## config.mk

```make
export PLATFORM = sky130hd
export DESIGN_NAME = spi_xfer
export DESIGN_NICKNAME = d
export VERILOG_FILES = /design/src/hdl/dma_pkg.sv /design/src/hdl/spi_xfer.sv
export SDC_FILE = /design/constraint.sdc
export NUM_CORES = 1
export LEC_CHECK = 0
export BUFFER_PORTS_ARGS = -buffer_cell sky130_fd_sc_hd__buf_4
export CAP_MARGIN = 20
export CORE_AREA = 5 5 42 44
export CTS_BUF_LIST = sky130_fd_sc_hd__clkbuf_4 sky130_fd_sc_hd__clkbuf_8
export CTS_CLUSTER_SIZE = 30
export DETAILED_ROUTE_END_ITERATION = 10
export DIE_AREA = 0 0 47 49
export PLACE_DENSITY = 0.81
export SLEW_MARGIN = 40
export SYNTH_ARGS = -nofsm -noshare
export SYNTH_HDL_FRONTEND = slang
export SYNTH_SLANG_ARGS = --single-unit
```

## constraint.sdc

```tcl
create_clock -name clk -period 2.6 [get_ports clk]
set_input_delay 0.26 -clock clk [delete_from_list [all_inputs] [get_ports clk]]
set_output_delay 0.26 -clock clk [all_outputs]
set_load 0.02 [all_outputs]
```

## src/hdl/dma_pkg.sv

```systemverilog
/* shared types and constants for the DMA subsystem
   register indices are the upper I/O address byte, all at low byte AF hex */
package dma_pkg;

    localparam int DRAM_AW = 21;   // word address, 4 MB of 16-bit words
    localparam int WORD_W  = 16;
    localparam int NUM_STB = 9;

    typedef logic [DRAM_AW-1:0] dram_addr_t;
    typedef logic [WORD_W-1:0]  dram_word_t;
    typedef logic [7:0]         zbyte_t;
    typedef logic [7:0]         pal_addr_t;
    typedef logic [2:0]         dev_t;

    // device codes from the control byte
    localparam dev_t DEV_RAM   = 3'b001;
    localparam dev_t DEV_SPI   = 3'b010;
    localparam dev_t DEV_IDE   = 3'b011;  // no controller behind it
    localparam dev_t DEV_CRAM  = 3'b100;
    localparam dev_t DEV_SFILE = 3'b101;

    localparam zbyte_t DMA_PORT_LO = 8'hAF;

    localparam zbyte_t REG_SADDRL = 8'h1A;
    localparam zbyte_t REG_SADDRH = 8'h1B;
    localparam zbyte_t REG_SADDRX = 8'h1C;
    localparam zbyte_t REG_DADDRL = 8'h1D;
    localparam zbyte_t REG_DADDRH = 8'h1E;
    localparam zbyte_t REG_DADDRX = 8'h1F;
    localparam zbyte_t REG_LEN    = 8'h26;
    localparam zbyte_t REG_CTRL   = 8'h27;
    localparam zbyte_t REG_NUM    = 8'h28;

    // bit positions in the strobe vector
    localparam int STB_SADDRL = 0;
    localparam int STB_SADDRH = 1;
    localparam int STB_SADDRX = 2;
    localparam int STB_DADDRL = 3;
    localparam int STB_DADDRH = 4;
    localparam int STB_DADDRX = 5;
    localparam int STB_LEN    = 6;
    localparam int STB_LAUNCH = 7;
    localparam int STB_NUM    = 8;

    typedef enum logic [1:0] {MEM_IDLE, MEM_ACCESS, MEM_DONE} mem_state_t;

endpackage

```

## src/hdl/spi_xfer.sv

```systemverilog
/* byte SPI master, mode 0, MSB first, sck at clk/2
   spi_req must be low in the spi_stb cycle or a new byte starts */
`timescale 1ns/1ps

module spi_xfer
    import dma_pkg::*;
(
    input  logic   clk,
    input  logic   rst_n,
    input  logic   spi_req,
    input  zbyte_t spi_wrdata,
    output zbyte_t spi_rddata,
    output logic   spi_stb,
    output logic   sck,
    output logic   mosi,
    input  logic   miso
);

    logic       busy;
    logic [2:0] bit_cnt;
    zbyte_t     sreg;       // tx out the top, rx in the bottom
    logic       miso_q;

    always_ff @(posedge clk)
    begin
        if (!rst_n)
        begin
            busy    <= 1'b0;
            sck     <= 1'b0;
            bit_cnt <= '0;
            spi_stb <= 1'b0;
        end
        else
        begin
            spi_stb <= 1'b0;
            if (!busy)
                busy <= spi_req;
            else if (!sck)
                sck <= 1'b1;
            else
            begin
                sck     <= 1'b0;
                bit_cnt <= bit_cnt + 3'd1;   // wraps to 0 for the next byte
                if (bit_cnt == 3'd7)
                begin
                    busy    <= 1'b0;
                    spi_stb <= 1'b1;
                end
            end
        end
    end

    always_ff @(posedge clk)
    begin
        if (!busy && spi_req)
            sreg <= spi_wrdata;
        else if (busy && !sck)
            miso_q <= miso;                  // sample at sck rise
        else if (busy)
            sreg <= {sreg[6:0], miso_q};     // shift at sck fall
    end

    assign mosi       = sreg[7];
    assign spi_rddata = sreg;

endmodule
```

# Word level (Yosys, flattened, before mapping)
# Index checks and enable logic that the tools add are counted.
dict set report word_totals {
  register_bits 15
  inputBits 12
  out_inout_bits 11
  elab_cells 27
}
dict set report op_classes {
  add_sub_neg 1
  eq_ne 2
  muxes 8
  bitwise 1
  n_reduce_logical 9
}
# operator n
set op_table {}
lappend op_table {{$mux 8} 3}
lappend op_table {{$reduce_and 2->1} 3}
lappend op_table {{$mux 1} 5}
lappend op_table {{$add 3x1->3 const B} 1}
lappend op_table {{$eq 3x3->1 const B} 1}
lappend op_table {{$reduce_and 3->1} 1}
lappend op_table {{$logic_and 1x1->1} 2}
lappend op_table {{$logic_not 1->1} 2}
lappend op_table {{$ne 2x2->1 const B} 1}
lappend op_table {{$reduce_bool 2->1} 1}
lappend op_table {{$not 1->1} 1}

# Depth between registers and ports, before layout
dict set report depth {
  depth_word 4
  mapped_depth 4
}

# Worst setup path after synthesis
# OpenSTA, ideal clock, no wires.
dict set report synth_path {
  path_type {reg2reg}
  startpoint {register busy}
  endpoint {register sreg[0], in the netlist spi_rddata[0] (data pin)}
  setup_time_ns 0.260
  t_arrival_ns 0.955
  required_ns 2.340
  setup_slack_ns 1.385
  stages_incl_launch_ff 5
  n_path_buf 2
  synth_period_minus_slack_ns 1.215
  cell_sequence {dfxtp_1 > buf_6 > nand2b_4 > buf_6 > mux2_4}
}
dict set report synth_via {
  elab_chain_cells 3
}
# element line
set synth_rtl {}
lappend synth_rtl {{from (decl)} spi_xfer.sv:19} ;# logic busy;
lappend synth_rtl {{from (signal assigned)} spi_xfer.sv:37} ;# busy <= spi_req;
lappend synth_rtl {{$logic_not 1->1} spi_xfer.sv:55} ;# if (!busy && spi_req)
lappend synth_rtl {{$logic_and 1x1->1} spi_xfer.sv:55}
lappend synth_rtl {{$mux 8} spi_xfer.sv:55}
lappend synth_rtl {{to (signal assigned)} spi_xfer.sv:56} ;# sreg <= spi_wrdata;
lappend synth_rtl {{to (signal assigned)} spi_xfer.sv:60} ;# sreg <= {sreg[6:0], miso_q};
lappend synth_rtl {{to (decl)} spi_xfer.sv:21} ;# zbyte_t sreg;
# No other way between the ends.
# A chain may end at the register's enable or synchronous reset.

# Worst setup path in the final report
dict set report layout_path {
  startpoint {register busy}
  endpoint {register sreg[6], in the netlist spi_rddata[6] (enable)}
}
dict set report layout_via {
  elab_chain_cells 4
  elab_cells_between_ends 6
}
# element line
set layout_rtl {}
lappend layout_rtl {{$logic_not 1->1} spi_xfer.sv:55}
lappend layout_rtl {{$logic_and 1x1->1} spi_xfer.sv:55}
lappend layout_rtl {{$ne 2x2->1 (no line) or $reduce_bool 2->1 (tied branches)} --}
lappend layout_rtl {{$reduce_and 2->1 (no line) (*)} --}
# Every way passes the cells marked *; elsewhere a longest branch is shown, timed or not.

==> out/results.env <==
RR_ENDPOINT='spi_rddata[6]$_DFFE_PP_'
CTS.HOLD.BUFFERS_ADDED=0
SWITCHING_POWER_mW=0.125
STD_CELL_ROWS=14
CRITICAL_PATH_REQUIRED_NS=2.57
YS_TOP_CELLS_BY_COUNT='9 x edfxtp_1, 8 x mux2_4, 6 x dfxtp_1, 5 x nand2_1, 4 x o21ai_0'
ANTENNA_VIOLATING_NETS_POST_ROUTE=0
NUM_IO_PINS=23
WORST_R2R_PATH_DEPTH=2
YS.FLOP_TYPE='edfxtp_1'
P_PER_AREA_nW_PER_UM2=587
TIGHTESTPINTRANSITION_NS=0.335
ANTENNADIODECOUNT=0
DRIVE_GT1_FRAC=0.500
NFILLCELLS=122
POST_SYNTH_MAIN_AREA_CONTRIBUTORS='edfxtp_1 40%, dfxtp_1 18%, mux2_4 18%'
SEQ_POWER_SHARE=0.560
RRSETUPSLACK_NS=1.31
AREA_OF_THE_MULTI_INPUT_GATES_UM2=256
CP_MAX_STAGE_DELAY_NS=0.45
CRITICAL_PATH.SLOWEST_CELL='dfxtp_1'
HTREEDEPTH=1
CLKTRANSATPATHREGS_NS=0.09
TIMING.FINAL.HOLD_VIOLATIONS=0
NUMCTSBUFFERS=3
SYNTHMOSTINSTANTIATEDCELL='edfxtp_1'
INITIAL_CELL_DENSITY_OF_THE_CORE=0.486
CLOCK-SKEW-FINAL_NS=0.00823
SYNTH_EDF_COUNT=9
WORSTSETUPSTARTPOINT='busy$_SDFF_PN0_'
DP_HPWL_UM=985
NUM_VIAS=434
SEQ_AREA_UM2=390
GROUTE.USAGE.OVERALL=0.107
GRT_FIRST_PASS_WIRELENGTH_MM=1.79
FINAL.PERIOD_UTILIZATION=0.495
MAX-VDD-IR-DROP_V=0.000419
POST_SYNTH_INSTANCE_AREA_UM2=681
CRITPATHCAPTURETYPE='flip-flop'
GRT_MAX_DEGREE=10
INTERNAL-POWER_mW=0.380
SETUP_TNS_NS=0
COMBPWRFRAC=0.183
CLOCKBUFFERDEPTH=2
INITIAL_ANTENNA_VIOLATION_COUNT=0
SYNTH_LARGEST_TYPE_AREA_FRACTION=0.397
CLOCK_TREE_FROM_TRITONCTS='done'
DRV.MAX_CAP_VIOLATION_COUNT=0
GRT_OVERFLOW_TOTAL=0
RR_STARTPOINT='busy$_SDFF_PN0_'
DRT_DRC_VIOLATIONS_LEFT=0
PLACEMENT.SETUP.WORST_SLACK_NS=1.31
RUN_STATUS='finished clean'
FINAL-MAX-SLEW-VIOLATION-COUNT=0
PLACED_CELLS_INCL_TAPS=82
FIN_AREA_UM2=860
CTS_SETUP_BUFFERS=0
FIN_NETS=85
FIN_UTIL=0.613
DIE_HEIGHT_UM=49
RELSLEWSLACK=0.776
DRT_FIRST_PASS_ITERS=2
POST_CTS_RESIZED=0
SYNTH-ASYNC-RESET-RATIO=0
FLOW.AREA_GROWTH_FROM_SYNTHESIS_PCT=26.3
FIN_CRIT_NS=1.29
CRITPATHARRIVALTIME_NS=1.26
FINALWEIGHTEDCONGESTION=0.726
POSTROUTEWIRELENGTH_MM=1.23
POSTSYNTHREGISTERBITS=15
SETUP_REPAIR_AFTER_GLOBAL_ROUTING_MISSED_ITS_MARGIN='false'
TIMING.HOLD.WORST.CLASS='primary input to flip-flop'
TIMING.FINAL.WS_SETUP_NS=1.31
ROUTEDWLPERCELL_UM=14.3
GRT_PASS1_VIAS=454
SYNTH.NET_COUNT=62
TOP_ACHIEVABLE_CLOCK_SPEED_GHz=0.777
BUFFER_PORTS.INSERTED=22
CLK-INSERTION-DELAY-LATE_NS=0.28
DRTITER0DRC=2
WORST_HOLD_SLACK_NS=0.148
CAPTURE_POINT_OF_THE_CRITICAL_PATH='spi_rddata[6]$_DFFE_PP_'
ROUTED_VIA_DENSITY=5.05
CTS_SINKS=15
SWSHARE=0.248
CORE_AREA_UM2=1400
SYNTHESIS.AREA_PER_INSTANCE_UM2=14.2
POWER.SHARE.CLOCK=0.257
FINALSETUPVIOLATIONS=0
SYNTH_TOP_AREA_CELL='edfxtp_1'
PLACEMENT.CELL_AREA_UM2=832
PATH_CELLS='nand2b_4 -> nand2_1'
POWER.LEAKAGE_nW=0.393
NETLIST-CELL-TYPE-COUNT=17
START_KIND='flip-flop'
CRIT_TYPE='flip-flop to flip-flop'
LAYOUT.CELLS.NON_FILLER=86
CTS_ROOT_BUFFER='clkbuf_4'
SYN_INST=48
WORSTPATHMAXFANOUT=9
DIE_WIDTH_UM=47
SYNTH-WARNING-COUNT=0
DIE_AREA_UM2=2300
OVERALL_POWER_mW=0.505
SEQ_AREA_FRAC_SYNTH=0.574
worst min path at each step:
stage	to	slack, ns	start	depth (start not counted)
after floorplan	miso_q$_DFFE_PP_	0.36	miso	0
after global placement	miso_q$_DFFE_PP_	0.44	miso	1
after detailed placement	miso_q$_DFFE_PP_	0.44	miso	1
after CTS	miso_q$_DFFE_PP_	0.14	miso	1
after global routing	miso_q$_DFFE_PP_	0.14	miso	1
final	miso_q$_DFFE_PP_	0.15	miso	1
power by group through the flow:
stage / sequential (mW) / clock (mW) / combinational, mW
2_1_floorplan: 0.300 / 0 / 0.0468
3_5_place_dp: 0.289 / 0 / 0.0932
6_report: 0.283 / 0.130 / 0.0923
5_1_grt: 0.285 / 0.144 / 0.0971
3_3_place_gp: 0.287 / 0 / 0.0906
4_1_cts: 0.283 / 0.134 / 0.0934
cell type report:
| type | instances | share of cell area |
|---|---|---|
| clock buffer | 3 | 0.0262 |
| clock inverter | 1 | 0.00582 |
| multi-input combinational | 29 | 0.298 |
| sequential | 15 | 0.454 |
| tap | 16 | 0.0233 |
| timing repair buffer | 22 | 0.192 |
placed cells by master (no fill, tap or decap), drive strengths merged:
cell,n
and3,1
dfxtp,6
mux2,8
o21a,1
nand4b,1
nor2b,2
clkbuf,3
nand4,2
clkinv,1
buf,22
o21ai,4
edfxtp,9
and2,1
a21oi,1
ha,2
nand2,5
nand2b,1
logic make-up after synthesis:
group / after synthesis / share of synthesized area
flops: 15 / 0.574
simple gates: 13 / 0.116
mux: 8 / 0.176
compound gates: 6 / 0.0478
buf+inv: 4 / 0.0496
fa+ha+maj: 2 / 0.0368
state kept, by name (all words and copies together) (netlist names):
| name | count |
|---|---|
| bit_cnt | 3 |
| spi_stb | 1 |
| sck | 1 |
| busy | 1 |
| spi_rddata | 8 |
| miso_q | 1 |
worst max-delay path: cells and delay by family (launching register included):
family           cells  cell delay, ns
AND/OR/NAND/NOR      2            0.53
flip-flops           1            0.45
per-layer routing:
metal	GRT usage	part of all wire	up-vias
met2	0.174	0.46	20
met1	0.125	0.42	192
met4	0.0276	0.011	0
li1	-	-	220
met3	0.0443	0.11	2
met5	0	0	-
Note: power is estimated with default switching activity, not from simulation.
