**config.mk**
```make
export PLATFORM = sky130hd
export DESIGN_NAME = dma_port_decode
export DESIGN_NICKNAME = d
export VERILOG_FILES = /design/src/hdl/dma_pkg.sv /design/src/hdl/dma_port_decode.sv
export SDC_FILE = /design/constraint.sdc
export NUM_CORES = 1
export LEC_CHECK = 0
export ABC_AREA = 1
export BUFFER_PORTS_ARGS = -buffer_cell sky130_fd_sc_hd__buf_2
export CORE_AREA = 2 2 39 41
export DETAILED_ROUTE_END_ITERATION = 6
export DIE_AREA = 0 0 41 43
export PLACE_DENSITY = 0.54
export RECOVER_POWER = 25
export SYNTH_ARGS = -nofsm -noshare
export SYNTH_HDL_FRONTEND = slang
export SYNTH_SLANG_ARGS = --single-unit
```
**constraint.sdc**
```tcl
create_clock -name vclk -period 0.9
set_clock_uncertainty 0.1 [all_clocks]
set_input_delay 0.045 -clock vclk [all_inputs]
set_output_delay 0.045 -clock vclk [all_outputs]
set_load 0.02 [all_outputs]
```
**src/hdl/dma_pkg.sv**
```systemverilog
/* shared types and constants for the DMA subsystem
   register indices are the upper I/O address byte, all at low byte AF hex */
package dma_pkg;

    localparam int DRAM_AW = 21;   // word address, 4 MB of 16-bit words
    localparam int WORD_W  = 16;
    localparam int NUM_STB = 9;

    typedef logic [DRAM_AW-1:0] dram_addr_t;
    typedef logic [WORD_W-1:0]  dram_word_t;
    typedef logic [7:0]         zbyte_t;
    typedef logic [7:0]         pal_addr_t;
    typedef logic [2:0]         dev_t;

    // device codes from the control byte
    localparam dev_t DEV_RAM   = 3'b001;
    localparam dev_t DEV_SPI   = 3'b010;
    localparam dev_t DEV_IDE   = 3'b011;  // no controller behind it
    localparam dev_t DEV_CRAM  = 3'b100;
    localparam dev_t DEV_SFILE = 3'b101;

    localparam zbyte_t DMA_PORT_LO = 8'hAF;

    localparam zbyte_t REG_SADDRL = 8'h1A;
    localparam zbyte_t REG_SADDRH = 8'h1B;
    localparam zbyte_t REG_SADDRX = 8'h1C;
    localparam zbyte_t REG_DADDRL = 8'h1D;
    localparam zbyte_t REG_DADDRH = 8'h1E;
    localparam zbyte_t REG_DADDRX = 8'h1F;
    localparam zbyte_t REG_LEN    = 8'h26;
    localparam zbyte_t REG_CTRL   = 8'h27;
    localparam zbyte_t REG_NUM    = 8'h28;

    // bit positions in the strobe vector
    localparam int STB_SADDRL = 0;
    localparam int STB_SADDRH = 1;
    localparam int STB_SADDRX = 2;
    localparam int STB_DADDRL = 3;
    localparam int STB_DADDRH = 4;
    localparam int STB_DADDRX = 5;
    localparam int STB_LEN    = 6;
    localparam int STB_LAUNCH = 7;
    localparam int STB_NUM    = 8;

    typedef enum logic [1:0] {MEM_IDLE, MEM_ACCESS, MEM_DONE} mem_state_t;

endpackage

```
**src/hdl/dma_port_decode.sv**
```systemverilog
/* Z80 I/O write decode for the DMA registers
   strobes come out in the same cycle as zio_wr so they line up with zdata */
`timescale 1ns/1ps

module dma_port_decode
    import dma_pkg::*;
(
    input  logic               clk,
    input  logic               rst_n,
    input  logic               zio_wr,
    input  logic [15:0]        zaddr,
    output logic [NUM_STB-1:0] dmaport_wr
);

    logic port_hit;

    assign port_hit = zio_wr && (zaddr[7:0] == DMA_PORT_LO);

    always_comb
    begin
        dmaport_wr = '0;
        if (port_hit)
        begin
            case (zaddr[15:8])
                REG_SADDRL: dmaport_wr[STB_SADDRL] = 1'b1;
                REG_SADDRH: dmaport_wr[STB_SADDRH] = 1'b1;
                REG_SADDRX: dmaport_wr[STB_SADDRX] = 1'b1;
                REG_DADDRL: dmaport_wr[STB_DADDRL] = 1'b1;
                REG_DADDRH: dmaport_wr[STB_DADDRH] = 1'b1;
                REG_DADDRX: dmaport_wr[STB_DADDRX] = 1'b1;
                REG_LEN:    dmaport_wr[STB_LEN]    = 1'b1;
                REG_CTRL:   dmaport_wr[STB_LAUNCH] = 1'b1;
                REG_NUM:    dmaport_wr[STB_NUM]    = 1'b1;
                default:    dmaport_wr = '0;   // other ports on AF
            endcase
        end
    end

    // one register per write, and only while the CPU is writing
    a_stb_onehot: assert property (@(posedge clk) disable iff (!rst_n)
        $onehot0(dmaport_wr) && ((dmaport_wr == '0) || zio_wr));

endmodule

```
Word-level counts from Yosys, hierarchy flattened:

Cells that the tools add are included.
Widths: inputs -> output; s select.

* logic and storage cells: 21
* register bits: 0
* input bits: 19
* memories kept: 0
* bits in latches: 0
* ROM bits: 0
* output and inout port bits: 9
* bits in writable memories: 0

* divide/modulo/power cells: 0
* magnitude comparators: 0
* equality and inequality tests: 10
* bitwise operators: 0
* reductions and logical operators: 1
* $add $sub $neg: 0
* shift-type cells: 0
* multipliers: 0
* muxes and demuxes: 10

Operator list (number)
* $eq 8x5->1 const B: 6
* $eq 8x6->1 const B: 3
* $mux 1: 9
* $mux 9: 1
* $eq 8x8->1 const B: 1
* $logic_and 1x1->1: 1

Longest topological paths before layout:

Gate-level depths: netlist of run 1.

* depth in word-level cells: 3
* depth in mapped cells: 5
* gate-level depth less buffers: 5

Least setup slack after synthesis of run 1:

Ideal clock, no wire load.

* path type: input -> output
* start point: input port zaddr[4]
* end point: output port dmaport_wr[2]
* arrival time: 660 ps
* buffers on the path: 0
* cell stages on the path: 5
* required time: 755 ps
* slack: 95 ps
* path through: inv_1 > nand2_1 > nor2_4 > nand3_4 > nor2_1

* longest elaborated chain between the ends: 3

Ends and longest elaborated chain
* start: declaration: RTL line dma_port_decode.sv:11 `input logic [15:0] zaddr,`
* $eq 8x8->1: RTL line dma_port_decode.sv:17 `assign port_hit = zio_wr && (zaddr[7:0] == DMA_PORT_LO);`
* $logic_and 1x1->1: RTL line dma_port_decode.sv:17
* $mux 9: RTL line dma_port_decode.sv:22 `if (port_hit)`
* end: declaration: RTL line dma_port_decode.sv:12 `output logic [NUM_STB-1:0] dmaport_wr`

Every way passes these cells.

Worst setup path after layout of run 1:

* start point: input port zaddr[4]
* end point: output port dmaport_wr[7]

The elaborated chain is that of the path after synthesis.

==> results of run 1 <==
[area by class of cell]
| cell class | instances | area, µm² |
|---|---|---|
| Inverter | 11 | 48.8 |
| Tap cell | 16 | 20.0 |
| Fill cell | 149 | 821 |
| Multi-Input combinational cell | 45 | 297 |
| Timing Repair Buffer | 26 | 198 |
[cells by family (layout without fill, tap and decap cells)]
logic type / after synthesis / after routing / synth area share (%)
buffers and inverters: 11 / 37 / 16.7
AND/OR/NAND/NOR: 44 / 45 / 83.3
[per-layer routing]
layer	part of all wire (%)	up-vias	wire length (µm)
li1	-	215	-
met1	43	166	327
met2	50	14	380
met3	6.8	0	52
met4	0	0	0
met5	0	-	0
[report_power, final]
group | internal, mW | switching, mW | leakage (nW)
clock | 0 | 0 | 0
combinational | 0.0584 | 0.0730 | 0.248
sequential | 0 | 0 | 0
[critical path: cells and delay by family]
kind / cells / cell delay (ps)
simple gates: 4 / 470
buf+inv: 3 / 290
[timing repair]
item                                    4_1_cts  5_1_grt
pin swaps                                     0       10
endpoints found under the setup margin        4        9
cloned                                        0        1
resized for setup                             5       41
[cell usage in the layout, fill, tap and decap left out]
| cell | instances |
|---|---|
| buf_4 | 2 |
| nand2_4 | 2 |
| nand2_2 | 1 |
| nand3_4 | 2 |
| nor2_2 | 7 |
| nand3_2 | 2 |
| buf_2 | 14 |
| inv_4 | 3 |
| buf_6 | 10 |
| nor2_1 | 8 |
| inv_1 | 8 |
| nor2_4 | 7 |
| nand2_1 | 16 |
[how the worst min path moves through the flow]
stage	from	end	slack (ps)	cells past startpoint
6_report	zaddr[8]	dmaport_wr[2]	390	5
5_1_grt	zaddr[8]	dmaport_wr[2]	420	5
4_1_cts	zaddr[8]	dmaport_wr[2]	400	5
3_5_place_dp	zaddr[9]	dmaport_wr[3]	390	5
3_3_place_gp	zaddr[9]	dmaport_wr[3]	390	5
2_1_floorplan	zaddr[9]	dmaport_wr[3]	170	3
==> metrics.cfg, run 1 <==
[layout]
drive_gt1_share_pct = 61.0
final_cells = 98
n_sequential_cell = 0
n_antenna_cell = 0
ff_latch_area_um2 = 0
design_area_um2 = 563
final.clkbuf_count = 0
final_nets = 103
finish.utilization_pct = 40.7
area_growth_pct = 127

[route]
vias_per_cell = 4.03
drt.antenna.violating_nets = 0
dr_total_vias = 395
drt-initial-drc-count = 2
dr.pass1.iters = 2
drt-wirelength-per-cell_um = 7.76
drcViolationCount = 0
routed_wl_um = 760

[placement]
hpwl_um = 588
place_ws_ps = -16.3
place.gp.congestion = 0.681
place_inst = 97
port-buffer-count = 26
place_area_um2 = 398

[global_routing]
antenna_found_initial = 0
grt_max_degree = 10
grtUsageMet1_pct = 8.86
grt_pass1_vias = 283
grt_first_pass_wirelength_um = 972
global_route.usage.met3_pct = 0
grt_overflow = 0
use_met2_pct = 14.1
track_usage_pct = 7.29
top_usage_layer = met2

[clock_tree]
hold_buffers = 0
cts_setup_buffers = 0

[yosys]
yosysWarningCount = 0
ys_types = 8
synthMostInstantiatedCell = nor2_1
syn_nets = 74
netlist_top_cells_area = nor2_1, nand2_1, inv_1
synth_top_cell_area_share_pct = 27.3
yosysTopAreaCell = nor2_1
syn_inst = 55
syn-cell-area_um2 = 248
ys_seq_area_share_pct = 0
avgSynthCellArea_um2 = 4.50
ys_top_cells_by_count = nor2_1, nand2_1, inv_1

[die]
core_um2 = 1380
ios = 28
initial_utilization_pct = 17.9
die_height_um = 43
dieWidth_um = 41
fp-row-count = 14
dieArea_um2 = 1760

[sta]
setup_slack_ps = -41.3
slew_headroom_pct = 87.2
setup_viol = 8
finalMaxSlewViolations = 0
fin_crit_sh_pct = 105
finalHoldViolations = 0
max_slew.worst_pin.slew_ps = 192
setup_tns_ps = -212
clock.fmax_mhz = 1060
grt_setup_unrepaired = true
fin_crit_ps = 941
fin_hold_ws_ps = 385

[run]
max-cap-violations = 0

[setup_path]
required_ps = 750
endpoint_kind = output port
worstSetupStartpointType = input pin
max_stage_delay_ps = 160
endpoint = dmaport_wr[7]
cp_cell_sequence = buf_6 > inv_4 > nand2_4 > nor2_4 > nand3_4 > nor2_1 > buf_4
crit_type = in -> out
arrival_ps = 800
crit_path_start = zaddr[4]
path_max_fanout = 4
crit_slowest_cell = nor2_4

[hold_path]
hp-class = in -> out

[power_and_ir_drop]
power_mw = 0.131
peakVddDrop_uv = 108
power_density_nw_per_um2 = 233
p_leak_nw = 0.248

[status]
violations = setup timing
status = finished with violations

Power figures use the tool's default switching activity.
==> inputs of run 2 (changes only) <==
Clock period 0.9 ns to 1.13 ns, I/O delays scaled along.
==> metrics.cfg, run 2 (synthesis results as in run 1) <==
[status]
status = completed

[layout]
n_fill_cell = 170  ; +14%
design_area_um2 = 395  ; -30%
n_antenna_cell = 0  ; unchanged
finish.utilization_pct = 28.6  ; -12 points
final_nets = 102  ; -0.97%
area_growth_pct = 59.6
layout_common_cells = buf_2, nor2_1, nand2_1
final_cells = 97  ; -1.0%
ff_latch_area_um2 = 0  ; unchanged
drive_gt1_share_pct = 38.3  ; -23 points
multi_input_area_um2 = 206  ; -30%
final.clkbuf_count = 0  ; unchanged
n_sequential_cell = 0  ; unchanged
layout_commonest_cell = buf_2

[sta]
finalHoldViolations = 0  ; unchanged
slew_headroom_pct = 83.1  ; -4.2 points
clock.fmax_mhz = 1010
setup_viol = 0  ; -8
max_slew.worst_pin.slew_ps = 255  ; +63.7 ps
fin_hold_ws_ps = 410  ; +24.3 ps
finalMaxSlewViolations = 0  ; unchanged
fin_crit_ps = 986
fin_crit_sh_pct = 87.3
setup_tns_ps = 0  ; +212 ps
grt_setup_unrepaired = false

[route]
dr_total_vias = 371  ; -6.1%
dr.pass1.iters = 4  ; +2
drt-wirelength-per-cell_um = 6.54  ; -16%
drt-initial-drc-count = 6  ; +4
drcViolationCount = 0  ; unchanged
vias_per_cell = 3.82  ; -5.1%
drt.antenna.violating_nets = 0  ; unchanged
routed_wl_um = 634  ; -17%

[setup_path]
path_max_fanout = 9  ; +5
endpoint_kind = output port
required_ps = 970  ; +220 ps
crit_slowest_cell = clkbuf_1
arrival_ps = 830  ; +30 ps
crit_type = in -> out
crit_buf_inv = 3  ; unchanged
cp_cell_sequence = buf_2 > inv_1 > nand2_1 > nor2_4 > nand3_4 > nor2_1 > clkbuf_1
worstSetupStartpointType = input pin
max_stage_delay_ps = 240  ; +80 ps
crit_family = simple AND/OR/NAND/NOR gates

[placement]
place_inst = 97  ; unchanged
hpwl_um = 588  ; unchanged
port-buffer-count = 26  ; unchanged
place_area_um2 = 398  ; unchanged
place.gp.congestion = 0.681  ; unchanged

[run]
max-cap-violations = 0  ; unchanged

[power_and_ir_drop]
p_leak_nw = 0.221  ; -11%
peakVddDrop_uv = 65.2  ; -40%
power_density_nw_per_um2 = 191  ; -18%

[die]
dieArea_um2 = 1760  ; unchanged
core_um2 = 1380  ; unchanged
die_height_um = 43  ; unchanged
fp-row-count = 14  ; unchanged
dieWidth_um = 41  ; unchanged
initial_utilization_pct = 17.9  ; unchanged
ios = 28  ; unchanged

[clock_tree]
cts_setup_buffers = 0  ; unchanged
hold_buffers = 0  ; unchanged
post_cts_resized = 0  ; -5

[hold_path]
hp-class = in -> out

[global_routing]
track_usage_pct = 7.09  ; -0.20 points
grt_max_degree = 10  ; unchanged
grt_pass1_vias = 276  ; -2.5%
antenna_found_initial = 0  ; unchanged
grt_first_pass_wirelength_um = 945  ; -2.8%
grt_overflow = 0  ; unchanged

run 2: cell count changes in the layout (fill, tap and decap cells not counted), moves of 3 or more:
cell | previous run | this run
nor2_4 | 7 | 2
nor2_2 | 7 | 2
inv_1 | 8 | 11
nor2_1 | 8 | 18
buf_6 | 10 | 0
buf_2 | 14 | 24
inv_4 | 3 | 0
run 2: stage by stage:
step | power (mW) | setup slack (ps)
6_report | 0.0754 | 144
3_3_place_gp | 0.0747 | 200
4_1_cts | 0.0762 | 189
2_1_floorplan | 0.0391 | 302
5_1_grt | 0.0879 | 44.6
3_5_place_dp | 0.0759 | 191
run 2: cell type report:
type,count,area share (%)
Inverter,11,10.4
Timing Repair Buffer,26,32.3
Tap cell,16,5.06
Multi-Input combinational cell,44,52.2
run 2: worst paths after layout:
path	from	to	slack, ps	depth (start not counted)
worst min-delay path	zaddr[9]	dmaport_wr[3]	410	5
worst max-delay path	zaddr[4]	dmaport_wr[7]	140	7
run 2: per-layer routing:
metal | routed length (µm) | global-route usage (%)
met2 | 297 | 13.4
met4 | 0 | 0
met3 | 57 | 0
met1 | 279 | 8.86
met5 | 0 | 0
run 2: where the power goes:
part | internal [mW] | switching [mW] | leakage [nW]
sequential | 0 | 0 | 0
combinational | 0.0341 | 0.0413 | 0.221
clock | 0 | 0 | 0
==> inputs of run 3 (changes only) <==
==> constraint.sdc (replaced) <==
create_clock -name vclk -period 1.13
set_clock_uncertainty 0.1 [all_clocks]
set_input_delay 0.0565 -clock vclk [all_inputs]
set_output_delay 0.0565 -clock vclk [all_outputs]
set_load 0.01 [all_outputs]
==> metrics.cfg, run 3 (synthesis results as in run 1) <==
[power_and_ir_drop]
p_sw_share_pct = 54.0  ; -0.72 points
power_density_nw_per_um2 = 190  ; -0.40%
peakVddDrop_uv = 64.9  ; -0.39%
switching_power_mw = 0.0399  ; -3.3%
intPower_mw = 0.0340  ; -0.41%
clkPwrFrac_pct = 0  ; unchanged
p_leak_nw = 0.225  ; +1.9%
pwr-share-comb_pct = 100.0  ; about the same
pwr-share-seq_pct = 0  ; unchanged

[hold_path]
worstHoldStart = zaddr[9]
hp-class = in -> out
min_to = dmaport_wr[3]
hold_depth = 5  ; unchanged

[route]
dr_total_vias = 366  ; -1.3%
routed_wl_um = 641  ; +1.1%
m1WireLength_um = 296  ; +6.1%
met3_length_um = 56  ; -1.8%
vias_per_cell = 3.77  ; -1.3%
drt-wirelength-per-cell_um = 6.61  ; +1.1%
dr.pass1.iters = 4  ; unchanged
drt.antenna.violating_nets = 0  ; unchanged
wl_met2_um = 289  ; -2.7%
drcViolationCount = 0  ; unchanged
top_layer = met3
drt-initial-drc-count = 3  ; -3

[setup_path]
worstSetupStartpointType = input pin
arrival_ps = 780  ; -50 ps
cp_cell_sequence = buf_2 > inv_1 > nand2_1 > nor2_4 > nand3_2 > nor2_1 > clkbuf_1
crit_slowest_cell = nand3_2
crit_buf_inv = 3  ; unchanged
max_stage_delay_ps = 160  ; -80 ps
endpoint_kind = output port
crit_family = simple AND/OR/NAND/NOR gates
crit_type = in -> out
required_ps = 970  ; about the same
worstSetupPathDepth = 7  ; unchanged
path_max_fanout = 9  ; unchanged

[layout]
final_nets = 102  ; unchanged
n_fill_cell = 171  ; +0.59%
area_growth_pct = 57.1
layout_common_cells = buf_2, nor2_1, nand2_1
n_antenna_cell = 0  ; unchanged
n_sequential_cell = 0  ; unchanged
drive_gt1_share_pct = 39.5  ; +1.2 points
layout_commonest_cell = buf_2
final.clkbuf_count = 0  ; unchanged
final_cells = 97  ; unchanged
ff_latch_area_um2 = 0  ; unchanged

[die]
dieArea_um2 = 1760  ; unchanged
dieWidth_um = 41  ; unchanged
ios = 28  ; unchanged
fp-row-count = 14  ; unchanged
die_height_um = 43  ; unchanged
core_um2 = 1380  ; unchanged
initial_utilization_pct = 17.9  ; unchanged

[sta]
setup_slack_ps = 189  ; +44.9 ps
max_slew.worst_pin.slew_ps = 176  ; -79.7 ps
fin_crit_ps = 941  ; -44.9 ps
clock.fmax_mhz = 1060  ; +4.8%
finalMaxSlewViolations = 0  ; unchanged
grt_setup_unrepaired = false
finalHoldViolations = 0  ; unchanged
slew_headroom_pct = 88.3  ; +5.2 points
setup_viol = 0  ; unchanged
fin_crit_sh_pct = 83.3  ; -4.0 points
fin_hold_ws_ps = 389  ; -20.2 ps
setup_tns_ps = 0  ; unchanged

[placement]
place.gp.congestion = 0.681  ; unchanged
place_ws_ps = 224  ; +33.7 ps
hpwl_um = 588  ; unchanged
port-buffer-count = 26  ; unchanged
place_inst = 97  ; unchanged

[run]
max-cap-violations = 0  ; unchanged

[global_routing]
grt_overflow = 0  ; unchanged
grt_max_degree = 10  ; unchanged
grt_first_pass_wirelength_um = 945  ; unchanged
track_usage_pct = 7.09  ; unchanged
antenna_found_initial = 0  ; unchanged
grt_pass1_vias = 276  ; unchanged

[clock_tree]
cts_setup_buffers = 0  ; unchanged
post_cts_resized = 0  ; unchanged
hold_buffers = 0  ; unchanged

[status]
status = completed

## run 3: changes by cell type in the layout (fill, tap and decap cells not counted), sizes merged
cell    before  now
buf         24   25
clkbuf       2    1
## run 3: power by group through the flow
| stage | Sequential (mW) | Clock, mW | Combinational [mW] |
|---|---|---|---|
| floorplan | 0 | 0 | 0.0391 |
| global placement | 0 | 0 | 0.0747 |
| detailed placement | 0 | 0 | 0.0759 |
| CTS | 0 | 0 | 0.0762 |
| global route | 0 | 0 | 0.0863 |
| finish | 0 | 0 | 0.0739 |
## run 3: per-layer routing
layer  up-vias  global-route usage (%)
li1        210                       -
met1       142                    8.86
met2        14                    13.4
met3         0                       0
met4         0                       0
met5         -                       0
## run 3: worst max-delay path by stage
stage	startpoint	to	slack, ps
finish	zaddr[4]	dmaport_wr[4]	190
global placement	zaddr[8]	dmaport_wr[8]	230
global route	zaddr[4]	dmaport_wr[3]	60
CTS	zaddr[4]	dmaport_wr[2]	220
floorplan	zaddr[4]	dmaport_wr[2]	420
detailed placement	zaddr[4]	dmaport_wr[2]	220
## run 3: metrics by stage
step                      total power [mW]  utilization, %  instance area (µm²)
after floorplan                     0.0391               -                  248
after global placement              0.0747            28.8                  398
after detailed placement            0.0759            28.8                  398
after CTS                           0.0762            28.8                  398
after global routing                0.0863            28.1                  389
final                               0.0739            28.1                  389
## run 3: layout make-up
class,count,area (µm²),share of cell area (%)
multi-input combinational,44,199,51.1
timing repair buffer,26,129,33.1
inverter,11,41.3,10.6
tap,16,20.0,5.14
