==> src/hdl/dma_pkg.sv <==
/* shared types and constants for the DMA subsystem
   register indices are the upper I/O address byte, all at low byte AF hex */
package dma_pkg;

    localparam int DRAM_AW = 21;   // word address, 4 MB of 16-bit words
    localparam int WORD_W  = 16;
    localparam int NUM_STB = 9;

    typedef logic [DRAM_AW-1:0] dram_addr_t;
    typedef logic [WORD_W-1:0]  dram_word_t;
    typedef logic [7:0]         zbyte_t;
    typedef logic [7:0]         pal_addr_t;
    typedef logic [2:0]         dev_t;

    // device codes from the control byte
    localparam dev_t DEV_RAM   = 3'b001;
    localparam dev_t DEV_SPI   = 3'b010;
    localparam dev_t DEV_IDE   = 3'b011;  // no controller behind it
    localparam dev_t DEV_CRAM  = 3'b100;
    localparam dev_t DEV_SFILE = 3'b101;

    localparam zbyte_t DMA_PORT_LO = 8'hAF;

    localparam zbyte_t REG_SADDRL = 8'h1A;
    localparam zbyte_t REG_SADDRH = 8'h1B;
    localparam zbyte_t REG_SADDRX = 8'h1C;
    localparam zbyte_t REG_DADDRL = 8'h1D;
    localparam zbyte_t REG_DADDRH = 8'h1E;
    localparam zbyte_t REG_DADDRX = 8'h1F;
    localparam zbyte_t REG_LEN    = 8'h26;
    localparam zbyte_t REG_CTRL   = 8'h27;
    localparam zbyte_t REG_NUM    = 8'h28;

    // bit positions in the strobe vector
    localparam int STB_SADDRL = 0;
    localparam int STB_SADDRH = 1;
    localparam int STB_SADDRX = 2;
    localparam int STB_DADDRL = 3;
    localparam int STB_DADDRH = 4;
    localparam int STB_DADDRX = 5;
    localparam int STB_LEN    = 6;
    localparam int STB_LAUNCH = 7;
    localparam int STB_NUM    = 8;

    typedef enum logic [1:0] {MEM_IDLE, MEM_ACCESS, MEM_DONE} mem_state_t;

endpackage

==> src/hdl/dma_engine.sv <==
/* DMA engine: RAM-RAM, SPI<->RAM and RAM->CRAM/SFILE word transfers
   register writes are ignored while dma_act is high
   IDE and read-back from CRAM/SFILE are inert: their device phase ends at once */
`timescale 1ns/1ps

module dma_engine
    import dma_pkg::*;
(
    input  logic               clk,
    input  logic               rst_n,
    input  logic [NUM_STB-1:0] dmaport_wr,
    input  zbyte_t             zdata,
    input  dram_word_t         dram_rddata,
    input  logic               dram_next,
    input  zbyte_t             spi_rddata,
    input  logic               spi_stb,
    output logic               dma_act,
    output logic               dma_zwt,
    output dram_addr_t         dram_addr,
    output dram_word_t         dram_wrdata,
    output logic               dram_req,
    output logic               dram_rnw,
    output zbyte_t             spi_wrdata,
    output logic               spi_req,
    output dram_word_t         data,
    output pal_addr_t          wraddr,
    output logic               cram_we,
    output logic               sfile_we
);

    logic [NUM_STB-1:0] dma_wr;
    dev_t       device;
    logic       dma_wnr;     // 0 device to RAM, 1 RAM to device
    logic       dma_salgn;
    logic       dma_dalgn;
    logic       dma_asz;     // aligned step, 0 is 256 bytes, 1 is 512
    logic       phase;       // 0 read, 1 write
    logic       bsel;        // SPI byte, 0 low first
    zbyte_t     b_len;
    zbyte_t     b_num;
    zbyte_t     b_ctr;
    logic [8:0] n_ctr;       // top bit set when idle
    dram_addr_t s_addr;
    dram_addr_t d_addr;
    zbyte_t     s_lo;        // saved low word address for aligned reload
    zbyte_t     d_lo;
    logic dv_ram, dv_spi, dv_crm, dv_sfl, dv_none;
    logic state_rd, state_wr, state_mem, state_dev, dev_req;
    logic dev_stb, phase_end, cyc_end, next_burst, byte_switch;

    // next word address, linear or aligned to a 128/256 word block
    function automatic dram_addr_t step_addr(dram_addr_t cur, zbyte_t base_lo,
                                             logic algn, logic asz, logic nb);
        logic [8:0]  inc_l;
        zbyte_t      nxt_l;
        logic [1:0]  add_h;
        logic [13:0] nxt_h;
        logic        mid;
        inc_l = {1'b0, cur[7:0]} + 9'd1;
        nxt_l = (algn && nb) ? base_lo : inc_l[7:0];
        add_h = algn ? {nb && asz, nb && !asz} : {inc_l[8], 1'b0};
        nxt_h = cur[20:7] + {12'd0, add_h};
        mid   = algn ? (asz ? nxt_l[7] : nxt_h[0]) : inc_l[7];
        return {nxt_h[13:1], mid, nxt_l[6:0]};
    endfunction

    assign dma_wr = dmaport_wr & {NUM_STB{!dma_act}};
    assign dma_act = !n_ctr[8];

    always_comb
    begin
        dv_ram  = 1'b0;
        dv_spi  = 1'b0;
        dv_crm  = 1'b0;
        dv_sfl  = 1'b0;
        dv_none = 1'b0;
        case (device)
            DEV_RAM:   dv_ram = 1'b1;
            DEV_SPI:   dv_spi = 1'b1;
            DEV_CRAM:  {dv_crm, dv_none} = {dma_wnr, !dma_wnr};  // write only
            DEV_SFILE: {dv_sfl, dv_none} = {dma_wnr, !dma_wnr};
            DEV_IDE:   dv_none = 1'b1;
            default:   dv_none = 1'b1;
        endcase
    end

    assign state_rd  = !phase;
    assign state_wr  = phase;
    assign state_mem = dv_ram || (dma_wnr ^ phase);
    assign state_dev = !state_mem;
    assign dev_req   = dma_act && state_dev;

    assign dev_stb     = cram_we || sfile_we || (spi_stb && bsel) || (dev_req && dv_none);
    assign phase_end   = (state_mem && dram_next) || (state_dev && dev_stb);
    assign cyc_end     = phase && phase_end;
    assign next_burst  = (b_ctr == 8'd0);
    assign byte_switch = dv_spi && spi_stb;

    // control byte and phase tracking
    always_ff @(posedge clk)
    begin
        if (!rst_n)
        begin
            {dma_wnr, dma_zwt, dma_salgn, dma_dalgn, dma_asz} <= '0;
            device <= '0;
            phase  <= 1'b0;
            bsel   <= 1'b0;
        end
        else if (dma_wr[STB_LAUNCH])
        begin
            {dma_wnr, dma_zwt, dma_salgn, dma_dalgn, dma_asz} <= zdata[7:3];
            device <= zdata[2:0];
            phase  <= 1'b0;
            bsel   <= 1'b0;
        end
        else
        begin
            if (phase_end)
                phase <= !phase;
            if (byte_switch)
                bsel <= !bsel;
        end
    end

    always_ff @(posedge clk)
    begin
        if (!rst_n)
        begin
            n_ctr <= 9'h100;
            b_ctr <= '0;
        end
        else if (dma_wr[STB_LAUNCH])
        begin
            n_ctr <= {1'b0, b_num};
            b_ctr <= b_len;
        end
        else if (cyc_end)
        begin
            n_ctr <= n_ctr - {8'd0, next_burst};   // wraps to idle after last burst
            b_ctr <= next_burst ? b_len : b_ctr - 8'd1;
        end
    end

    always_ff @(posedge clk)
    begin
        if (dma_wr[STB_LEN])
            b_len <= zdata;
        if (dma_wr[STB_NUM])
            b_num <= zdata;
    end

    // CPU gives byte addresses, registers keep word addresses
    always_ff @(posedge clk)
    begin
        if (phase_end && state_rd)
            s_addr <= step_addr(s_addr, s_lo, dma_salgn, dma_asz, next_burst);
        else
        begin
            if (dma_wr[STB_SADDRL])
                {s_addr[6:0], s_lo[6:0]} <= {zdata[7:1], zdata[7:1]};
            if (dma_wr[STB_SADDRH])
                {s_addr[12:7], s_lo[7]} <= {zdata[5:0], zdata[0]};
            if (dma_wr[STB_SADDRX])
                s_addr[20:13] <= zdata;
        end
    end

    always_ff @(posedge clk)
    begin
        if (phase_end && state_wr)
            d_addr <= step_addr(d_addr, d_lo, dma_dalgn, dma_asz, next_burst);
        else
        begin
            if (dma_wr[STB_DADDRL])
                {d_addr[6:0], d_lo[6:0]} <= {zdata[7:1], zdata[7:1]};
            if (dma_wr[STB_DADDRH])
                {d_addr[12:7], d_lo[7]} <= {zdata[5:0], zdata[0]};
            if (dma_wr[STB_DADDRX])
                d_addr[20:13] <= zdata;
        end
    end

    // word buffer, filled on read phases
    always_ff @(posedge clk)
    begin
        if (state_rd)
        begin
            if (dram_next)
                data <= dram_rddata;
            else if (spi_stb)
            begin
                if (bsel)
                    data[15:8] <= spi_rddata;
                else
                    data[7:0] <= spi_rddata;
            end
        end
    end

    assign dram_addr   = state_rd ? s_addr : d_addr;
    assign dram_wrdata = data;
    assign dram_req    = dma_act && state_mem;
    assign dram_rnw    = state_rd;

    assign spi_wrdata = {8{state_rd}} | (bsel ? data[15:8] : data[7:0]);  // FF on reads
    assign spi_req    = dev_req && dv_spi && !spi_stb;

    assign wraddr   = d_addr[7:0];
    assign cram_we  = dev_req && dv_crm && state_wr;
    assign sfile_we = dev_req && dv_sfl && state_wr;

    a_req_excl: assert property (@(posedge clk) disable iff (!rst_n)
        !(dram_req && spi_req));

    a_cram_dir: assert property (@(posedge clk) disable iff (!rst_n)
        cram_we |-> dma_wnr);

endmodule

==> config.mk <==
export PLATFORM = sky130hd
export DESIGN_NAME = dma_engine
export DESIGN_NICKNAME = d
export VERILOG_FILES = /design/src/hdl/dma_pkg.sv /design/src/hdl/dma_engine.sv
export SDC_FILE = /design/constraint.sdc
export NUM_CORES = 1
export LEC_CHECK = 0
export BUFFER_PORTS_ARGS = -buffer_cell sky130_fd_sc_hd__buf_2
export CAP_MARGIN = 25
export CORE_ASPECT_RATIO = 1.4
export CORE_MARGIN = 4
export CORE_UTILIZATION = 55
export CTS_CLUSTER_DIAMETER = 50
export DETAILED_ROUTE_END_ITERATION = 8
export HOLD_SLACK_MARGIN = 0.03
export PLACE_DENSITY = 0.79
export RECOVER_POWER = 25
export SYNTH_ARGS = -nofsm -noshare
export SYNTH_HDL_FRONTEND = slang
export SYNTH_SLANG_ARGS = --single-unit
==> constraint.sdc <==
create_clock -name clk -period 3.5 [get_ports clk]
set_input_delay 0.525 -clock clk [delete_from_list [all_inputs] [get_ports clk]]
set_output_delay 0.525 -clock clk [all_outputs]
set_load 0.02 [all_outputs]
-- Yosys cells after proc, flatten, opt, wreduce, memory -nomap -nowiden
Index checks and enable logic that the tools add are counted.
- add/sub/neg operators: 6
- equal/unequal tests: 5
- mux-type cells: 32
- bitwise gates (word level): 7
- reduce and logical (&&, ||, !) cells: 50
- operators by type and width (operator ; count):
    $mux 8 ; 10
    $mux 21 ; 3
    $mux 16 ; 2
    $add 14x2->14 ; 2
    $logic_and 1x1->1 ; 19
    $add 8x1->9 const B ; 2
    $mux 9 ; 2
    $reduce_bool 2->1 ; 9
    $mux 7 ; 2
    $mux 6 ; 2
    $and 9x9->9 ; 1
    $sub 9x1->9 ; 1
    $logic_not 8->1 ; 1
    $mux 1 ; 8
    $or 8x8->8 ; 1
    $reduce_and 2->1 ; 4
    $sub 8x1->8 const B ; 1
    $logic_not 1->1 ; 7
    $eq 3x3->1 const B ; 2
    $reduce_and 3->1 ; 2
    $reduce_or 2->1 ; 3
    $logic_or 1x1->1 ; 5
    $mux 2 ; 2
    $not 1->1 ; 4
    5 further kinds ; 5
- bits in registers: 117
- input bits: 45
- output and inout bits: 76
- word-level logic and storage cells: 124

-- Longest topological paths before layout
Gate-level depths: netlist (run 1).
- depth after elaboration: 15
- depth in mapped cells: 13
- depth with buffers taken out: 13

-- Worst setup path after synthesis (run 1)
Ideal clock, no wire load.
- kind: register to register
- start point: reg b_ctr[0]
- end point: reg s_addr[17], data pin
- library setup time: 0.270 ns
- data arrival time: 2.625 ns
- data required time: 3.230 ns
- setup slack: 0.605 ns
- cell stages (with the launch flop): 14
- path buffers: 1
- clock period less this slack: 2.895 ns
- cell sequence: dfxtp_1 > inv_1 > ha_1 > nor3b_1 > nand3_1 > buf_2 > nor2_1 > ha_1 > fa_1 > nand4_1 > nor2_1 > nand2_1 > xor2_1 > a21oi_1
- longest elaborated chain between the ends: 5
- elaborated cells on any way between the ends: 6
- classes of those cells: 1 x add/sub; 2 x mux; 3 x reduce/logical
- ends and longest elaborated chain (element ; line ; source):
    start: declaration ; dma_engine.sv:41 ; zbyte_t b_ctr;
    start signal: assignment ; dma_engine.sv:135 ; b_ctr <= b_len;
    start signal: assignment ; dma_engine.sv:140 ; b_ctr <= next_burst ? b_len : b_ctr - 8'd1;
    $logic_not 8->1 (*) ; dma_engine.sv:96 ; assign next_burst = (b_ctr == 8'd0);
    $logic_and 1x1->1 ; dma_engine.sv:61 ; add_h = algn ? {nb && asz, nb && !asz} : {inc_l[8], 1'b0};
    $mux 2 (*) ; dma_engine.sv:61 ;
    $add 14x2->14 (*) ; dma_engine.sv:62 ; nxt_h = cur[20:7] + {12'd0, add_h};
    $mux 21 (*) ; dma_engine.sv:155 ; if (phase_end && state_rd)
    end signal: assignment ; dma_engine.sv:156 ; s_addr <= step_addr(s_addr, s_lo, dma_salgn, dma_asz, next_burst);
    end signal: assignment ; dma_engine.sv:164 ; s_addr[20:13] <= zdata;
    end: declaration ; dma_engine.sv:43 ; dram_addr_t s_addr;
Mark *: on every way between the ends. The rest lies on a longest branch, timed or not.
A chain may end at the register's enable or synchronous reset.

-- Worst setup path in the final report (run 1)
- start point: reg b_ctr[0]
- end point: reg d_addr[20], data pin
- longest elaborated chain between the ends: 5
- elaborated cells on any way between the ends: 6
- classes of those cells: 1 x add/sub; 2 x mux; 3 x reduce/logical
- ends and longest elaborated chain (element ; line ; source):
    $logic_not 8->1 (*) ; dma_engine.sv:96 ;
    $logic_and 1x1->1 ; dma_engine.sv:61 ;
    $mux 2 (*) ; dma_engine.sv:61 ;
    $add 14x2->14 (*) ; dma_engine.sv:62 ;
    $mux 21 (*) ; dma_engine.sv:170 ; if (phase_end && state_wr)
    end signal: assignment ; dma_engine.sv:171 ; d_addr <= step_addr(d_addr, d_lo, dma_dalgn, dma_asz, next_burst);
    end signal: assignment ; dma_engine.sv:179 ; d_addr[20:13] <= zdata;
    end: declaration ; dma_engine.sv:44 ; dram_addr_t d_addr;
Marks and branches as above.

==> results.txt, run 1 <==
status: finished clean
Critical Path End Type: register
EDFF count, synth: 90
first-pass iteration count of the detailed router: 5
Area Overhead vs Synth: 18.1%
Final Hold Viols: 0
final setup vio count: 0
H-tree levels: 4
Leakage: 3.05 nW
Final period util: 86.0%
CTS tree: yes
largest net degree at the start of global routing: 38
asr flop ratio synth: 0%
Final GP Congestion: 0.938
transition time at the pin with the least slew margin: 868 ps
Worst EP required: 3650 ps
detailed placer's ending HPWL: 12600 µm
Critical-path top delay cell: dfxtp_1
post-route ant nets: 0
top cell family by delay on the critical path: simple AND/OR/NAND/NOR gates
postcts setup bufs: 0
share of layout cells above drive strength 1: 22.7%
CTS buffer count: 17
chip height: 136 µm
Top FF cell, synth: edfxtp_1
clk_lat worst skew: 410 ps
number of library cell types mapped by synthesis: 53
layout net count: 811
Syn Nets: 714
Max Buffers Root-to-Sink: 2
slowest stage delay, CP: 310 ps
initial antenna violation count: 0
pre-CTS setup slack: 630 ps
# hold bufs at CTS: 0
setup TNS: 0 ps
drc violations: 0
sequential element share of the synthesized area: 50.2%
Starting DRT DRC Count: 445
CP arrival: 3160 ps
min Tclk post-route: 3010 ps
Cell Area, Synth: 6460 µm²
Startpoint Class: register
vias in the first global route: 5380
Slew HR: 42.2%
clock-pin slew on the worst setup and hold paths: 50 ps
register bit count reported by yosys: 117
core footprint: 11400 µm²
RSZ-0062 raised after global routing: false
multi-input logic area: 2860 µm²
Setup WS post-layout: 490 ps
gr ovfl total: 0
row count: 46
Post-CTS Resized: 0
Warnings, synthesis: 0
TritonCTS sink count: 117
pwr dens: 662 nW/µm²
final WL: 17600 µm
die area: 13600 µm²
first-pass GRT wire length: 27700 µm
Antenna Cells: 0
number of max-cap violations: 0
initial core utilization: 56.7%
WS Path Type: reg2reg
worst path bufs/invs: 2
final max-slew violation count: 0
Post-Syn Instances: 657
wire per inst: 19.3 µm
vias after detailed routing: 5452
worst vdd ir: 0.448 mV
skew final: 7.26 ps
Critical Path Fanout Max: 5
I/O Buffers: 120
Via density: 5.98
Die Wd: 99.6 µm
Min-Delay Path Class: in2reg
Synth Area per Inst: 9.84 µm²
register area: 3240 µm²
Root Buffer: clkbuf_16
FMAX: 332 MHz
CP Cell Sequence: inv_1 > ha_1 > nor3b_1 > nand2_1 > inv_1 > nand3_1 > o21ai_0 > ha_1 > a21o_1 > nand4_1 > nor3_1 > xnor2_1 > o21ai_0
filler instances: 869
Ports: 121
Tot GR Track Use: 26.2%
-- per-stage QoR --
stage          instances  total power [W]  utilization, %  hold slack (ps)  area, µm²
3_5_place_dp         879          0.00331            61.9              462       7050
6_report             911          0.00505            67.0              390       7630
4_1_cts              911          0.00506            67.2              374       7660
2_1_floorplan        657          0.00288               -              438       6460
3_3_place_gp         879          0.00326            61.9              448       7050
5_1_grt              911          0.00527            67.0              382       7630
-- final timing paths --
check | startpoint | to | slack, ps | cells past startpoint
worst max register to register | b_ctr[0]$_SDFFE_PN0P_ | d_addr[20]$_DFFE_PP_ | 490 | 13
worst min register to register | dma_zwt$_SDFFE_PN0P_ | dma_zwt$_SDFFE_PN0P_ | 460 | 2
worst max-delay path | b_ctr[0]$_SDFFE_PN0P_ | d_addr[20]$_DFFE_PP_ | 490 | 13
worst min-delay path | dram_rddata[5] | data[5]$_DFFE_PP_ | 390 | 3
-- routing by layer --
layer | track usage, % | share of wire, % | up-vias
met4 | 10.1 | 3.1 | 0
met2 | 46.3 | 53 | 277
li1 | - | - | 2542
met1 | 30.9 | 38 | 2580
met5 | 0 | 0 | -
met3 | 5.60 | 6.5 | 53
-- where the power goes --
| part | internal, W | switching [W] | total (W) |
|---|---|---|---|
| combinational | 0.000492 | 0.000832 | 0.00132 |
| clock | 0.00115 | 0.000595 | 0.00174 |
| sequential | 0.00176 | 0.000224 | 0.00198 |
-- worst register-to-register path, delay by kind of cell, from the launching register on --
family	cells	cell delay, ps
AND/OR/NAND/NOR	5	1150
AO/OA/AOI/OAI	3	440
adder cells (fa/ha/maj)	2	420
flip-flops	1	310
buffers and inverters	2	290
XOR/XNOR	1	150
-- state kept, by name, summed over array words and instances (netlist names), 3 cells and up --
name / flops
n_ctr: 9
d_addr: 21
b_len: 8
d_lo: 8
s_addr: 21
data: 16
device: 3
b_num: 8
b_ctr: 8
s_lo: 8
-- synthesized netlist by cell type (5+ instances only) --
cell type  instances  share of area [%]
xor2_1            17                2.3
o31ai_1            6               0.70
mux2_2            22                3.8
nor3b_1            6               0.70
a21oi_1           47                3.6
edfxtp_1          90                 42
or4_1              7               0.81
and3_1             5               0.48
nand3_1           31                2.4
a31oi_1            6               0.58
nand2_1          125                7.3
clkbuf_1          19                1.1
nand4_1            9               0.87
dfxtp_1           27                8.4
xnor2_1           21                2.8
buf_4             25                2.9
ha_1              10                1.9
nor2_1            44                2.6
mux2i_1           16                2.5
buf_2              7               0.54
inv_1             16               0.93
o21ai_0           36                2.8
nor3_1             6               0.46
-- layout by cell type, fill, tap and decap left out, drive strengths merged, types with 7 or more instances in the layout --
cell,instances
nand2,125
buf,111
edfxtp,90
clkbuf,50
a21oi,47
nor2,44
o21ai,38
nand3,31
dfxtp,27
mux2,22
xnor2,21
xor2,17
inv,17
mux2i,16
ha,10
nand4,9
or4,7
-- cell families (layout without fill, tap and decap cells) --
kind of cell,Yosys count,after routing,synth area share [%]
AOI/OAI and AO/OA,127,127,12.1
xor gates and xnor gates,38,38,5.15
adders and majority gates,12,12,2.55
buffers and inverters,72,182,6.00
DFF,117,117,50.2
muxes,38,38,6.31
and+or+nand+nor,253,253,17.7
-- final cells by class --
class | instances | area share [%]
Inverter | 16 | 0.787
Tap cell | 144 | 2.36
Multi-Input combinational cell | 468 | 37.5
Sequential cell | 117 | 42.5
Clock inverter | 5 | 0.344
Clock buffer | 27 | 7.70
Timing Repair Buffer | 134 | 8.84
(Power assumes the default switching activity.)
==> run 2: changes to the inputs <==
--- a/config.mk
+++ b/config.mk
@@ -9,11 +9,11 @@
 export CAP_MARGIN = 25
 export CORE_ASPECT_RATIO = 1.4
 export CORE_MARGIN = 4
-export CORE_UTILIZATION = 55
+export CORE_UTILIZATION = 50
 export CTS_CLUSTER_DIAMETER = 50
 export DETAILED_ROUTE_END_ITERATION = 8
 export HOLD_SLACK_MARGIN = 0.03
-export PLACE_DENSITY = 0.79
+export PLACE_DENSITY = 0.73
 export RECOVER_POWER = 25
 export SYNTH_ARGS = -nofsm -noshare
 export SYNTH_HDL_FRONTEND = slang
==> run 2 against run 1 <==
The run now ends with max-capacitance violations, max-slew violations left; via count is 0.97% lower; critical path depth is the same; hold slack hardly changed; critical path type unchanged.
==> results.txt, run 2 (synthesized netlist as in run 1, its figures left out) <==
status: finished with violations
violated checks: max-capacitance violations, max-slew violations
drc violations: 0
I/O Buffers: 120
Tot GR Track Use: 23.7%
switching share of power: 33.5%
Max Buffers Root-to-Sink: 2
most frequent cells in the layout: nand2_1, edfxtp_1, buf_2
post-route ant nets: 0
Slew HR: -5.60%
Tot Pwr: 0.00494 W
internal power: 0.00329 W
vias in the first global route: 5520
Root Buffer: clkbuf_16
CTS buffer count: 17
H-tree levels: 4
Die Wd: 104 µm
Area Overhead vs Synth: 17.2%
TritonCTS sink count: 117
Final GP Congestion: 0.895
largest registers: d_addr: 21 flops, s_addr: 21 flops, data: 16 flops
Min-Delay Path Class: in2reg
clk_lat worst skew: 400 ps
core footprint: 12500 µm²
commonest non-fill, non-tap cell in the layout: nand2_1
setup TNS: 0 ps
initial antenna violation count: 0
Worst EP required: 3640 ps
Inst Count DP: 884
register share of total power: 40.2%
Post-CTS Resized: 0
Post-DP Area: 7050 µm²
die area: 14800 µm²
final max-slew violation count: 38
transition time at the pin with the least slew margin: 1580 ps
gr ovfl total: 0
wire per inst: 19.1 µm
RSZ-0062 raised after global routing: false
first-pass GRT wire length: 27800 µm
# hold bufs at CTS: 0
detailed placer's ending HPWL: 12600 µm
CP arrival: 3140 ps
number of max-cap violations: 1
Antenna Cells: 0
clock power share: 33.4%
first-pass iteration count of the detailed router: 5
final setup vio count: 0
Critical Path End Type: register
fin area: 7580 µm²
Startpoint Class: register
vias after detailed routing: 5399
fin cells: 916
Via density: 5.89
final WL: 17500 µm
layout net count: 810
pwr dens: 652 nW/µm²
filler instances: 1094
chip height: 143 µm
Critical Path Fanout Max: 5
CTS tree: yes
worst vdd ir: 0.359 mV
Leakage: 3.00 nW
postcts setup bufs: 0
FMAX: 334 MHz
Final Hold Viols: 0
row count: 48
initial core utilization: 51.8%
WS Path Type: reg2reg
share of layout cells above drive strength 1: 21.4%
NetSw: 0.00165 W
Starting DRT DRC Count: 429
min Tclk post-route: 3000 ps
Final period util: 85.6%
clock-pin slew on the worst setup and hold paths: 60 ps
Logic pwr share: 26.5%
skew final: 6.83 ps
Ports: 121
largest net degree at the start of global routing: 38
-- run 2: path summary, 6_finish.rpt --
| path | end | startpoint | slack [ps] | depth (start not counted) |
|---|---|---|---|---|
| max | d_addr[20]$_DFFE_PP_ | b_ctr[0]$_SDFFE_PN0P_ | 500 | 13 |
| min | data[8]$_DFFE_PP_ | dram_rddata[8] | 390 | 3 |
| max reg2reg | d_addr[20]$_DFFE_PP_ | b_ctr[0]$_SDFFE_PN0P_ | 500 | 13 |
| min reg2reg | dma_zwt$_SDFFE_PN0P_ | dma_zwt$_SDFFE_PN0P_ | 460 | 2 |
-- run 2: area by class of cell --
class / instances / area [µm²] / share of cell area, %
tap: 150 / 188 / 2.48
timing repair buffer: 133 / 657 / 8.67
inverter: 16 / 60.1 / 0.793
multi-input combinational: 468 / 2860 / 37.7
clock buffer: 25 / 528 / 6.97
sequential: 117 / 3240 / 42.8
clock inverter: 7 / 41.3 / 0.545
-- run 2: stage by stage --
step / util [%] / hold WS (ps) / worst slack [ps]
finish: 60.7 / 390 / 503
global route: 60.7 / 397 / 160
CTS: 61.0 / 378 / 522
detailed placement: 56.4 / 450 / 555
global placement: 56.4 / 448 / 722
floorplan: - / 438 / 605
-- run 2: layer usage --
layer | GRT usage (%) | vias up | share of wire [%] | wire length, µm
met1 | 27.4 | 2590 | 39 | 6740
met2 | 41.6 | 212 | 52 | 9000
li1 | - | 2545 | - | -
met5 | 0 | - | 0 | 0
met3 | 4.49 | 52 | 5.9 | 1030
met4 | 13.0 | 0 | 3.9 | 687
-- run 2: power by group through the flow --
stage	sequential [W]	clock (W)	combinational [W]
after global routing	0.00200	0.00173	0.00143
after detailed placement	0.00200	0	0.00131
after floorplan	0.00194	0	0.000934
after CTS	0.00198	0.00166	0.00132
final	0.00198	0.00165	0.00131
after global placement	0.00200	0	0.00128
-- run 2: worst max-delay path, cell delays in order (launching register included) --
cell and delay [ps]:
dfxtp_1 320, inv_1 140, ha_1 190, nor3b_1 340, nand2_1 210, inv_1 220
nand3_1 90, o21ai_0 190, ha_1 230, a21o_1 140, nand4_1 200, nor3_1 240
xnor2_1 140, o21ai_0 90
